`config.mk`:
```
export PLATFORM = sky130hd
export DESIGN_NAME = tag_array
export DESIGN_NICKNAME = d
export VERILOG_FILES = /design/src/mem_pkg.sv /design/src/cache_pkg.sv /design/src/tag_array.sv
export SDC_FILE = /design/constraint.sdc
export NUM_CORES = 1
export LEC_CHECK = 0
export BUFFER_PORTS_ARGS = -buffer_cell sky130_fd_sc_hd__buf_2
export CORE_ASPECT_RATIO = 1.1
export CORE_MARGIN = 10
export CORE_UTILIZATION = 56
export DETAILED_ROUTE_END_ITERATION = 6
export PLACE_DENSITY = 0.82
export SETUP_SLACK_MARGIN = 0.4
export SLEW_MARGIN = 15
export SYNTH_ARGS = -nofsm -noshare
export SYNTH_HDL_FRONTEND = slang
export SYNTH_SLANG_ARGS = --single-unit
```
`constraint.sdc`:
```
create_clock -name clk -period 2.3 [get_ports clk]
set_clock_uncertainty 0.2 [all_clocks]
set_input_delay 0.115 -clock clk [delete_from_list [all_inputs] [get_ports clk]]
set_output_delay 0.115 -clock clk [all_outputs]
set_load 0.05 [all_outputs]
```
`src/mem_pkg.sv`:
```
//////////////////////////////////////////////////
// Main memory definitions
// Word and address types, geometry and read latency
// of the pipelined word memory
//////////////////////////////////////////////////

package mem_pkg;

   //////////////////////////////////////////////////
   // Widths
   //////////////////////////////////////////////////

   // Data word width
   localparam int WORD_BITS = 16;

   // Byte address width
   localparam int ADDR_BITS = 16;

   //////////////////////////////////////////////////
   // Geometry and timing
   //////////////////////////////////////////////////

   // One word per even byte address
   localparam int MEM_WORDS = 2 ** (ADDR_BITS - 1);

   // Cycles from read issue to data_valid
   localparam int MEM_LATENCY = 4;

   // One data word
   typedef logic [WORD_BITS-1:0] word_t;

   // Byte address, bit 0 always zero
   typedef logic [ADDR_BITS-1:0] addr_t;

   // Word index into the memory array
   typedef logic [ADDR_BITS-2:0] word_addr_t;

endpackage

```
`src/cache_pkg.sv`:
```
//////////////////////////////////////////////////
// Cache definitions
// Address split, line geometry, field helpers and
// the controller state encoding
//////////////////////////////////////////////////

package cache_pkg;

   //////////////////////////////////////////////////
   // Address split
   //////////////////////////////////////////////////

   // Word within block, byte address bits 3..1
   localparam int OFFSET_BITS = 3;
   // Line select, bits 9..4
   localparam int INDEX_BITS = 6;
   // Remaining upper bits, 15..10
   localparam int TAG_BITS = 6;

   // Field positions in the byte address
   localparam int OFFSET_LSB = 1;
   localparam int INDEX_LSB = OFFSET_LSB + OFFSET_BITS;
   localparam int TAG_LSB = INDEX_LSB + INDEX_BITS;

   // Geometry
   localparam int LINES = 2 ** INDEX_BITS;
   localparam int BLOCK_WORDS = 2 ** OFFSET_BITS;

   typedef logic [OFFSET_BITS-1:0] offset_t;
   typedef logic [INDEX_BITS-1:0] index_t;
   typedef logic [TAG_BITS-1:0] tag_t;

   // Controller states
   typedef enum logic [1:0] {
      IDLE,
      FILL,
      UPDATE
   } cache_state_t;

   //////////////////////////////////////////////////
   // Field helpers
   //////////////////////////////////////////////////

   function automatic offset_t addr_offset(input mem_pkg::addr_t addr);
      return addr[INDEX_LSB-1:OFFSET_LSB];
   endfunction

   function automatic index_t addr_index(input mem_pkg::addr_t addr);
      return addr[TAG_LSB-1:INDEX_LSB];
   endfunction

   function automatic tag_t addr_tag(input mem_pkg::addr_t addr);
      return addr[TAG_LSB+TAG_BITS-1:TAG_LSB];
   endfunction

   // Same block, word replaced by the given offset
   function automatic mem_pkg::addr_t block_addr(input mem_pkg::addr_t addr,
                                                 input offset_t offset);
      return {addr[TAG_LSB+TAG_BITS-1:INDEX_LSB], offset, 1'b0};
   endfunction

endpackage

```
`src/tag_array.sv`:
```
//////////////////////////////////////////////////
// Tag array
// Tag and valid bit per line, hit compare for the
// current processor address
//////////////////////////////////////////////////

`timescale 1ns/1ps

module tag_array (
   input  logic            clk,
   input  logic            rst,
   input  mem_pkg::addr_t  addr,
   input  logic            fill_tag_we,
   output logic            hit
);

   // Stored tags, meaningful only under valid
   cache_pkg::tag_t tags [cache_pkg::LINES];
   logic [cache_pkg::LINES-1:0] valid;

   cache_pkg::index_t index;
   cache_pkg::tag_t tag;

   assign index = cache_pkg::addr_index(addr);
   assign tag = cache_pkg::addr_tag(addr);

   // Indexed line valid and tag equal
   assign hit = valid[index] && (tags[index] == tag);

   //////////////////////////////////////////////////
   // Valid bits
   //////////////////////////////////////////////////

   always_ff @(posedge clk) begin
      if (rst) begin
         valid <= '0;
      end else if (fill_tag_we) begin
         valid[index] <= 1'b1;
      end
   end

   //////////////////////////////////////////////////
   // Tag storage
   //////////////////////////////////////////////////

   // Written once the whole block is in
   always_ff @(posedge clk) begin
      if (fill_tag_we) begin
         tags[index] <= tag;
      end
   end

endmodule

```
==> After elaboration in Yosys (flattened, before gate mapping) <==
Memory sizes are Yosys's and may differ from the RTL's.
Index checks and enable logic that the tools add are counted.
{ "op_classes": {"n_reduce_logical": 2, "n_eq_ne": 1, "order_cmp": 2, "n_mux": 6, "n_bitwise": 1} }
{ "op_table": {"columns": ["operator", "count"], "rows": [
  ["64-bit bitwise OR", 1],
  ["6-bit by 7-bit less-than comparator with 1-bit output (second input constant)", 1],
  ["1-bit binary-select mux with 6-bit select", 1],
  ["1-bit demux with 6-bit select", 1],
  ["6-bit equality test", 1],
  ["6-bit by 1-bit greater-or-equal comparator with 1-bit output (second input constant)", 1],
  ["1-bit two-way mux", 4],
  ["1-bit logical AND", 2]
]} }
{ "word_totals": {"ramBits": 384, "reg_bits": 64, "input_bits": 19, "elab_cells": 14, "mem_count": 1, "out_inout_bits": 1} }
{ "mem_list": {"columns": ["name", "depth", "width", "read_ports", "rd_clocked_by_memory_dff", "write_ports", "line_no", "source"], "rows": [
  ["tags", 64, 6, 1, 0, 1, "tag_array.sv:18", "cache_pkg::tag_t tags [cache_pkg::LINES];"]
]} }

==> Depth between registers and ports, before layout <==
Gate-level depths: netlist of run 1.
{ "depth": {"ltp_word": 5, "mapped_depth": 12, "depth_no_buf": 8} }

==> Worst setup path after synthesis of run 1 <==
Ideal clock, no wire load.
{ "synth_timing": {"path_kind": "input to output", "startpoint": "in addr[6]", "endpoint": "out hit", "required_ns": 1.985, "cell_stages": 10, "n_path_buf": 3, "arrival_ns": 2.734, "setup_slack_ns": -0.749, "cell_sequence": "buf_2 buf_2 clkbuf_1 mux4_2 a221oi_1 a21oi_1 nor3_1 xor2_1 nand4_1 nor4_2"} }
{ "synth_via": {"elab_chain_len": 3, "word_cells_on_any_way": 5, "classes_between": "1 x eq/ne; 2 x mux; 1 x reduce/logical; 1 x memory"} }
{ "synth_lines": {"columns": ["item", "line_no", "source"], "rows": [
  ["start: declaration", "tag_array.sv:12", "input mem_pkg::addr_t addr,"],
  ["memory 64 x 6 bit or 1-bit binary-select mux with 6-bit select (tied branches)", null, null],
  ["6-bit equality test or 1-bit two-way mux (tied branches)", "tag_array.sv:28", "assign hit = valid[index] && (tags[index] == tag);"],
  ["1-bit logical AND *", "tag_array.sv:28", null],
  ["end: declaration", "tag_array.sv:14", "output logic hit"]
]} }
Every way passes the cells marked *; elsewhere a longest branch is shown, timed or not. The select of a mux whose other input is x is not followed.

==> Final worst setup path of run 1 <==
{ "layout_timing": {"startpoint": "mem tags[48][4] (netlist name)", "endpoint": "out hit"} }
{ "layout_via": {"elab_chain_len": 3} }
{ "layout_lines": {"columns": ["item", "line_no"], "rows": [
  ["start: declaration", "tag_array.sv:18"],
  ["memory 64 x 6 bit", null],
  ["6-bit equality test", "tag_array.sv:28"],
  ["1-bit logical AND", "tag_array.sv:28"]
]} }
Every way passes these cells.

==> key figures, run 1 <==
Run status
  • Status: finished, violations left
  • Violated checks: setup timing

Cells and area
  • Fin cells: 1745
  • # nets final: 1311
  • Layout cell share with drive strength beyond 1: 0.318
  • ANT cells: 0
  • FILL cells: 2032
  • P&R area growth vs syn: 21.5%

Yosys
  • Top-area cell type share of the netlist area: 0.652
  • Top FF cell, synth: edfxtp_1
  • Cell variety after synth: 52
  • Number of synthesized register bits: 448
  • Top cells by area, synth: edfxtp_1 (65%), dfxtp_1 (7.2%), mux4_2 (5.9%)
  • Synth Area per Inst: 15.8 um2
  • Synth cell count leaders: edfxtp_1 (384), nor2_1 (214), mux2i_1 (76), dfxtp_1 (64), mux4_2 (46)
  • Synth async-reset ratio: 0
  • Most frequent cell after synthesis: edfxtp_1
  • Mapped Nets: 1136
  • Mapped Area: 17700 um2
  • Syn. warnings: 0
  • Syn Inst Count: 1117
  • Dominant cell type by area after synthesis: edfxtp_1
  • Number of enable flip-flop cells after synthesis: 384
  • Sequential area share after synthesis: 0.724

STA
  • F_max: 299 MHz
  • Worst setup margin: -1.04 ns
  • Final setup viols: 1
  • RSZ-0062 raised after global routing: true
  • Tightest Pin Transition: 0.785 ns
  • Slew Limit Headroom: 0.477
  • Final Cycle Share: 1.45
  • Final hold violations: 0
  • Final setup TNS: -1.04 ns
  • Hold_ws: 0.0834 ns
  • Final Max Slew Viols: 0
  • Shortest period the worst path allows: 3.34 ns

Clock network
  • Clock slew at reported path FFs: 0.07 ns
  • Root buf cell: clkbuf_16
  • CTS tree: built
  • Htree depth: 2
  • Worst-Skew Late Latency: 0.55 ns
  • Clk sinks: 448
  • Setup Buffers After CTS: 0
  • Total CTS buffers: 41
  • Clock buffer depth: 3

Routing
  • DRC errors left: 0
  • Avg Vias per Cell: 6.44
  • Avg WL per Cell: 28.3 um
  • Initial DRT Pass Iterations: 6
  • Routed Antenna Nets: 0
  • Iter 0 DRT Violations: 1610
  • Via count: 11200
  • Routed wire length: 49300 um

Placed design
  • Placed cell count: 1668
  • Gpl congestion: 1.02
  • Port bufs: 15
  • Pre-CTS WS: -1.04 ns
  • DP Wirelength: 33000 um

Critical path
  • CP peak stage delay: 0.49 ns
  • Required time of the worst setup path: 1.99 ns
  • CP arrival: 3.03 ns
  • Slowest cell on the critical path: mux4_2
  • CP Depth: 9
  • Top Family by Delay on Critical Path: simple AND/OR/NAND/NOR gates
  • Worst setup path class: reg -> out
  • CP endpoint kind: primary output
  • Worst-case reg-to-reg path depth: 2
  • Worst-path fanout max: 1
  • Startpoint Class: flop
  • CP cell instances: mux4_2, a22o_1, nor4_2, a31oi_2, a21oi_2, xor2_1, nand4_1, nor4_4, buf_6
  • Worst Path Buf+Inv: 1

Global route
  • First-pass GRT wire length: 72700 um
  • Gr ovfl total: 0
  • Initial antenna violation count: 0
  • Vias in the first global route: 11100
  • Pin count of the biggest net entering global routing: 65
  • All-Layer GR Usage: 0.253

Pwr
  • Leak pwr: 0.00724 uW
  • VDD IR max: 0.753 mV
  • Power Density: 781 nW/um2

Die
  • Placement Rows: 68
  • Core ar.: 31300 um2
  • Initial Utilization: 0.565
  • IO Pins: 20
  • Die W: 189 um
  • Die span in y: 206 um
  • DIE AREA: 39100 um2

Min path
  • Hold Crit Class: in -> reg
  • Hold path cells: 4

Job
  • Max_cap viols: 0
==> metrics by stage <==
stage	area, um2	util	total power, uW
2_1_floorplan	18300	-	9630
3_3_place_gp	20100	0.642	10200
3_5_place_dp	20100	0.642	10200
4_1_cts	21400	0.685	16800
5_1_grt	21500	0.687	17200
6_report	21500	0.687	16800
==> tightest hold or removal path, delay by kind of cell <==
kind	cells	cell delay, ns
buffers and inverters	2	0.33
and+or+nand+nor	2	0.19
==> cells by family after synthesis <==
family / after synthesis / share of synthesized area
DFF: 448 / 0.724
muxes: 146 / 0.117
and+or+nand+nor: 317 / 0.0805
AOI/OAI and AO/OA: 133 / 0.0555
xor gates and xnor gates: 6 / 0.00297
buffers and inverters: 67 / 0.0201
==> report_power, final <==
part           switching, uW  leakage, uW  total [uW]  internal [uW]
registers               17.0      0.00397        8880           8860
clock network           2890     0.000643        6720           3830
logic                    730      0.00263        1190            460
total                   3640      0.00724       16800          13200
==> flip-flops by register name (all words and copies together), names as in the netlist <==
name   cells
valid     64
tags     384
==> layer usage <==
layer,vias up,global-route usage,wire length (um)
met5,-,0,0
li1,4709,-,-
met1,5674,0.331,18600
met3,127,0.0447,4820
met2,733,0.412,23900
met4,0,0.106,2020
==> placed cells by master (no fill, tap or decap), drive strengths merged, types with 3 or more instances in the layout <==
cell type,synthesis,layout
a221oi,27,27
dfxtp,64,64
clkinv,0,12
a211oi,5,5
clkbuf,25,59
a31oi,4,4
nor3,8,8
a22o,4,4
nand4,4,4
nand4b,3,3
edfxtp,384,384
mux4,46,46
nor4,4,4
mux2i,76,76
nand3,15,15
mux2,24,24
and2,3,3
nand4bb,4,4
o32ai,3,3
o211ai,8,8
o21ai,8,8
nor3b,6,6
nor2,214,214
a22oi,19,19
nand2,27,27
buf,39,194
or4b,5,5
inv,3,4
nand2b,6,6
a32oi,5,5
o22ai,32,32
xnor2,4,4
bufinv,0,3
nor2b,8,8
a21oi,12,12
==> final cells by class <==
class / instances / area, um2 / area share
well taps: 420 / 526 / 0.0244
flip-flops and latches: 448 / 12800 / 0.596
inverters: 3 / 11.3 / 0.000524
multi-input cells: 602 / 5120 / 0.238
clock buffers: 58 / 1140 / 0.0531
clock inverters: 18 / 179 / 0.00832
repair buffers: 196 / 1700 / 0.0793
==> what timing repair did <==
item,CTS,global route
hold endpoints to repair,64,0
endpoints found under the setup margin,1,1
hold buffers,1,0
pin swaps,1,3
gates resized for setup,2,10
==> worst paths after layout <==
| check | start | end | slack (ns) |
|---|---|---|---|
| worst max-delay path | tags[48][4]$_DFFE_PP_ | hit | -1.04 |
| worst min-delay path | fill_tag_we | tags[62][5]$_DFFE_PP_ | 0.08 |
| worst max register to register | valid[17]$_SDFFE_PP0P_ | valid[17]$_SDFFE_PP0P_ | 1.44 |
| worst min register to register | valid[45]$_SDFFE_PP0P_ | valid[45]$_SDFFE_PP0P_ | 0.27 |
Note: power is estimated with default switching activity, not from simulation.
==> run 2, diff against run 1 <==
CORE_MARGIN = 2   (was 10)
==> key figures, run 2 (synthesis gave the netlist of run 1 again) <==
Run status
  • Status: finished, violations left
  • Violated checks: setup timing

Critical path
  • CP endpoint kind: primary output
  • Worst Path Buf+Inv: 1 (unchanged)
  • Required time of the worst setup path: 1.99 ns (about the same)
  • Slowest cell on the critical path: mux4_2
  • Top Family by Delay on Critical Path: simple AND/OR/NAND/NOR gates
  • CP arrival: 3.15 ns (+0.12 ns)
  • CP peak stage delay: 0.51 ns (+0.02 ns)
  • Startpoint Class: flop
  • CP cell instances: mux4_2, a22o_1, nor4_1, a21oi_1, nor3_2, xor2_1, nand4_1, nor4_4, buf_6
  • Worst-path fanout max: 1 (unchanged)
  • Worst setup path class: reg -> out

STA
  • Final Max Slew Viols: 0 (unchanged)
  • Final setup viols: 1 (unchanged)
  • Slew Limit Headroom: 0.489 (+0.0125)
  • Tightest Pin Transition: 0.766 ns (-0.0187 ns)
  • Final hold violations: 0 (unchanged)
  • Worst setup margin: -1.17 ns (-0.125 ns)
  • Shortest period the worst path allows: 3.47 ns (+0.125 ns)
  • RSZ-0062 raised after global routing: true
  • F_max: 288 MHz (-3.6%)
  • Final Cycle Share: 1.51 (+0.0545)

Clock network
  • Clock buffer depth: 3 (unchanged)
  • Clock slew at reported path FFs: 0.06 ns (about the same)
  • CTS tree: built
  • Clk sinks: 448 (unchanged)
  • Root buf cell: clkbuf_16
  • Setup Buffers After CTS: 0 (unchanged)
  • Total CTS buffers: 42 (+2.4%)
  • Htree depth: 2 (unchanged)
  • Worst-Skew Late Latency: 0.53 ns (-0.02 ns)

Routing
  • Iter 0 DRT Violations: 1487 (-7.6%)
  • Avg Vias per Cell: 6.49 (+0.72%)
  • DRC errors left: 0 (unchanged)
  • Via count: 11300 (+0.37%)
  • Initial DRT Pass Iterations: 5 (-1)
  • Routed Antenna Nets: 0 (unchanged)
  • Avg WL per Cell: 28.8 um (+1.9%)
  • Routed wire length: 50100 um (+1.6%)

Cells and area
  • ANT cells: 0 (unchanged)
  • Max FFs per register: 384 (unchanged)
  • Largest Register: tags
  • Largest registers: tags: 384 flops, valid: 64 flops
  • P&R area growth vs syn: 21.5% (unchanged)
  • Layout cell share with drive strength beyond 1: 0.311 (-0.00689)
  • Most frequent cells in the layout: edfxtp_1 (384), buf_4 (156), nor2_1 (152)
  • # nets final: 1306 (-0.38%)
  • Commonest non-fill, non-tap cell in the layout: edfxtp_1

Global route
  • All-Layer GR Usage: 0.308 (+0.0550)
  • Initial antenna violation count: 0 (unchanged)
  • Vias in the first global route: 11100 (+0.24%)
  • Gr ovfl total: 0 (unchanged)
  • Pin count of the biggest net entering global routing: 65 (unchanged)
  • First-pass GRT wire length: 73700 um (+1.4%)

Pwr
  • Sequential group share of total power: 0.518 (-0.011)
  • Power share of the clock group: 0.413 (+0.013)
  • Share of power burned in combinational logic: 0.069 (-0.002)
  • Leak pwr: 0.00725 uW (+0.12%)
  • VDD IR max: 1.06 mV (+41%)
  • Power, Total: 17100 uW (+2.1%)
  • Switching part of the total: 0.215 (-0.00139)
  • Int Power: 13400 uW (+2.3%)
  • Psw: 3690 uW (+1.4%)
  • Power Density: 797 nW/um2 (+2.1%)

Die
  • Die span in y: 190 um (-7.8%)
  • Placement Rows: 68 (unchanged)
  • Die W: 173 um (-8.4%)
  • DIE AREA: 33000 um2 (-16%)
  • Core ar.: 31200 um2 (-0.27%)
  • Initial Utilization: 0.567 (+0.00154)
  • IO Pins: 20 (unchanged)

Job
  • Max_cap viols: 0 (unchanged)

Placed design
  • Gpl congestion: 1.01 (-1.4%)
  • Pre-CTS WS: -0.925 ns (+0.117 ns)
  • DP Wirelength: 33500 um (+1.5%)
  • Port bufs: 15 (unchanged)

Min path
  • Hold Crit Class: in -> reg
-- run 2: area by class of cell --
cell class                      instances  area, um2
Sequential cell                       448      12800
Fill cell                            1976       9730
Multi-Input combinational cell        602       5130
Timing Repair Buffer                  190       1630
Clock buffer                           53       1120
Tap cell                              420        526
Clock inverter                         23        265
Inverter                                3       11.3
-- run 2: routing by layer --
metal	global-route usage	vias up	part of all wire	wire [um]
li1	-	4695	-	-
met5	0	-	0	0
met1	0.412	5714	0.37	18600
met4	0.138	0	0.051	2550
met2	0.502	713	0.49	24300
met3	0.0526	163	0.092	4630
-- run 2: stage by stage --
stage | hold slack [ns] | cells | instance area [um2] | utilization | setup TNS (ns)
after floorplan | 0.0139 | 1117 | 18300 | - | -0.383
after global placement | 0.243 | 1660 | 20000 | 0.641 | -0.947
after detailed placement | 0.259 | 1660 | 20000 | 0.641 | -1.24
after CTS | 0.116 | 1739 | 21500 | 0.688 | -1.05
after global routing | 0.129 | 1739 | 21500 | 0.688 | -1.32
final | 0.118 | 1739 | 21500 | 0.688 | -1.17
-- run 2: final timing paths --
kind	from	endpoint	depth (start not counted)	slack, ns
min	addr[11]	tags[15][1]$_DFFE_PP_	2	0.12
max reg2reg	valid[6]$_SDFFE_PP0P_	valid[6]$_SDFFE_PP0P_	2	1.46
min reg2reg	valid[60]$_SDFFE_PP0P_	valid[60]$_SDFFE_PP0P_	2	0.27
max	tags[7][1]$_DFFE_PP_	hit	9	-1.17
-- run 2: power groups by stage --
stage / combinational (uW) / clock, uW / sequential [uW]
after floorplan: 583 / 0 / 9050
after global placement: 1110 / 0 / 9050
after detailed placement: 1130 / 0 / 9050
after CTS: 1150 / 7090 / 8880
after global routing: 1230 / 7400 / 8880
final: 1180 / 7080 / 8880
-- run 2: timing repair --
action / in CTS / in global routing
hold buffers: 3 / 0
hold endpoints to repair: 104 / 0
gates resized for setup: 8 / 4
pin swaps: 10 / 0
endpoints found under the setup margin: 1 / 1
-- run 2: worst register-to-register path, stage by stage (launching register included) --
cell and delay (ns):
dfxtp_1 0.31, nor2_1 0.14, nor2_1 0.07
==> run 3, diff against run 2 <==
CORE_UTILIZATION = 35   (was 56)
PLACE_DENSITY = 0.53   (was 0.82)
==> key figures, run 3 (synthesis gave the netlist of run 1 again) <==
Run status
  • Status: finished, violations left
  • Violated checks: setup timing

Pwr
  • Power Density: 801 nW/um2 (+0.45%)
  • VDD IR max: 0.634 mV (-40%)
  • Leak pwr: 0.00750 uW (+3.5%)

Critical path
  • Startpoint Class: flop
  • Top Family by Delay on Critical Path: simple AND/OR/NAND/NOR gates
  • CP endpoint kind: primary output
  • Worst-case reg-to-reg path depth: 3 (+1)
  • Worst setup path class: reg -> out
  • Slowest cell on the critical path: mux4_2
  • R2r setup slk: 1.43 ns (-0.03 ns)
  • Crit path top cell by count: nor4_4
  • CP arrival: 3.21 ns (+0.06 ns)
  • CP cell instances: mux4_2, a22o_4, nor4_4, a31oi_1, a21oi_1, xor2_1, nand4_1, nor4_4, buf_6
  • Crit Reg-Reg Startpoint: valid[56]$_SDFFE_PP0P_
  • Reg-to-reg endpoint: valid[56]$_SDFFE_PP0P_
  • Worst-path fanout max: 1 (unchanged)
  • CP Depth: 9 (unchanged)
  • CP peak stage delay: 0.51 ns (about the same)
  • Worst setup endpoint: hit
  • Worst Path Buf+Inv: 1 (unchanged)
  • Required time of the worst setup path: 1.99 ns (about the same)
  • Critical Path Source: tags[48][4]$_DFFE_PP_

Job
  • Max_cap viols: 0 (unchanged)

STA
  • Worst setup margin: -1.22 ns (-0.0554 ns)
  • Final Cycle Share: 1.53 (+0.0241)
  • Tightest Pin Transition: 0.829 ns (+0.0626 ns)
  • F_max: 284 MHz (-1.6%)
  • Final Max Slew Viols: 0 (unchanged)
  • Final hold violations: 0 (unchanged)
  • RSZ-0062 raised after global routing: true
  • Shortest period the worst path allows: 3.52 ns (+0.0553 ns)
  • Final setup viols: 1 (unchanged)
  • Slew Limit Headroom: 0.447 (-0.0418)

Placed design
  • Placed cell count: 1935 (+17%)
  • Gpl congestion: 0.957 (-5.1%)
  • DP Wirelength: 36300 um (+8.3%)
  • Port bufs: 15 (unchanged)

Cells and area
  • Layout cell share with drive strength beyond 1: 0.336 (+0.0249)
  • # nets final: 1343 (+2.8%)
  • Fin util: 0.446 (-0.243)
  • Largest Register: tags
  • Max FFs per register: 384 (unchanged)
  • Multi-input gate area: 5170 um2 (+0.83%)
  • Fin cells: 2018 (+16%)
  • FILL cells: 4449 (+130%)
  • Commonest non-fill, non-tap cell in the layout: edfxtp_1
  • Seq. cell area: 12800 um2 (unchanged)
  • Most frequent cells in the layout: edfxtp_1 (384), buf_4 (186), nor2_1 (152)
  • P&R area growth vs syn: 26.1%
  • Largest registers: tags: 384 flops, valid: 64 flops
  • ANT cells: 0 (unchanged)

Clock network
  • Clock slew at reported path FFs: 0.06 ns (about the same)
  • Setup Buffers After CTS: 0 (unchanged)
  • CTS tree: built
  • Root buf cell: clkbuf_16
  • Clk sinks: 448 (unchanged)
  • Total CTS buffers: 45 (+7.1%)
  • Htree depth: 2 (unchanged)
  • Clock buffer depth: 3 (unchanged)
  • Worst-Skew Late Latency: 0.55 ns (+0.02 ns)

Routing
  • Initial DRT Pass Iterations: 5 (unchanged)
  • DRC errors left: 0 (unchanged)
  • Avg WL per Cell: 26.4 um (-8.3%)
  • Routed Antenna Nets: 0 (unchanged)
  • Iter 0 DRT Violations: 1100 (-26%)
  • Routed wire length: 53300 um (+6.4%)
  • Avg Vias per Cell: 5.36 (-17%)
  • Via count: 10800 (-4.2%)

Global route
  • Vias in the first global route: 10800 (-2.1%)
  • First-pass GRT wire length: 76800 um (+4.2%)
  • Gr ovfl total: 0 (unchanged)
  • Pin count of the biggest net entering global routing: 65 (unchanged)
  • All-Layer GR Usage: 0.207 (-0.100)
  • Initial antenna violation count: 1 (+1)

Die
  • Die W: 218 um (+26%)
  • Die span in y: 240 um (+26%)
  • IO Pins: 20 (unchanged)
  • Placement Rows: 86 (+26%)
  • Core ar.: 50000 um2 (+60%)
  • Initial Utilization: 0.354 (-0.213)
  • DIE AREA: 52400 um2 (+59%)

Min path
  • Hold Crit Class: in -> reg
run 3: cell count changes in the layout (fill, tap and decap cells not counted), sizes merged:
cell	delta
clkinvlp	-1
dlygate4sd3	-1
bufinv	+4
buf	+36
clkbuf	+2
inv	-1
run 3: layout make-up:
cell class | instances | share of cell area
Sequential cell | 448 | 0.574
Multi-Input combinational cell | 602 | 0.232
Timing Repair Buffer | 224 | 0.0871
Clock buffer | 56 | 0.0523
Tap cell | 660 | 0.0370
Clock inverter | 25 | 0.0166
Inverter | 3 | 0.000505
run 3: where the power goes:
part | internal [uW] | switching, uW | leakage, uW
Sequential | 8860 | 14.5 | 0.00397
Combinational | 488 | 766 | 0.00279
Clock | 4710 | 3020 | 0.000741
run 3: repair_timing:
action                                  4_1_cts  5_1_grt
endpoints found under the setup margin        1        8
hold endpoints to repair                     45        0
pin swaps                                     3        7
resized for setup                             9       11
hold buffers                                  2        0
gates cloned                                  0        0
run 3: routing by layer:
metal / global-route usage / vias to the layer above / wire [um]
met5: 0 / - / 13
met4: 0.0724 / 2 / 1750
met3: 0.0442 / 86 / 3190
met2: 0.339 / 354 / 25900
met1: 0.273 / 5597 / 22500
li1: - / 4771 / -
run 3: worst register-to-register path: cells and delay by family, from the launching register on:
kind                   cells  cell delay [ns]
DFF                        1             0.31
and+or+nand+nor            2             0.13
buffers and inverters      1             0.12
run 3: how the worst min path moves through the flow:
stage,from,end,slack [ns],depth (start not counted)
after floorplan,addr[10],tags[0][0]$_DFFE_PP_,0.01,0
after global placement,valid[53]$_SDFFE_PP0P_,valid[53]$_SDFFE_PP0P_,0.24,2
after detailed placement,valid[1]$_SDFFE_PP0P_,valid[1]$_SDFFE_PP0P_,0.26,2
after CTS,fill_tag_we,valid[55]$_SDFFE_PP0P_,0.003,6
after global routing,fill_tag_we,valid[55]$_SDFFE_PP0P_,0.03,6
final,fill_tag_we,valid[55]$_SDFFE_PP0P_,0.03,6
run 3: through the flow:
stage / hold WS, ns / total power, uW / setup slack (ns) / cell area, um2 / TNS, ns
floorplan: 0.0139 / 9630 / -0.383 / 18300 / -0.383
global placement: 0.243 / 10300 / -1.07 / 20600 / -15.58
detailed placement: 0.256 / 10300 / -1.04 / 20600 / -10.52
CTS: 0.00255 / 18000 / -1.12 / 22200 / -1.12
global route: 0.0260 / 18300 / -1.27 / 22300 / -1.27
finish: 0.0297 / 17900 / -1.22 / 22300 / -1.22
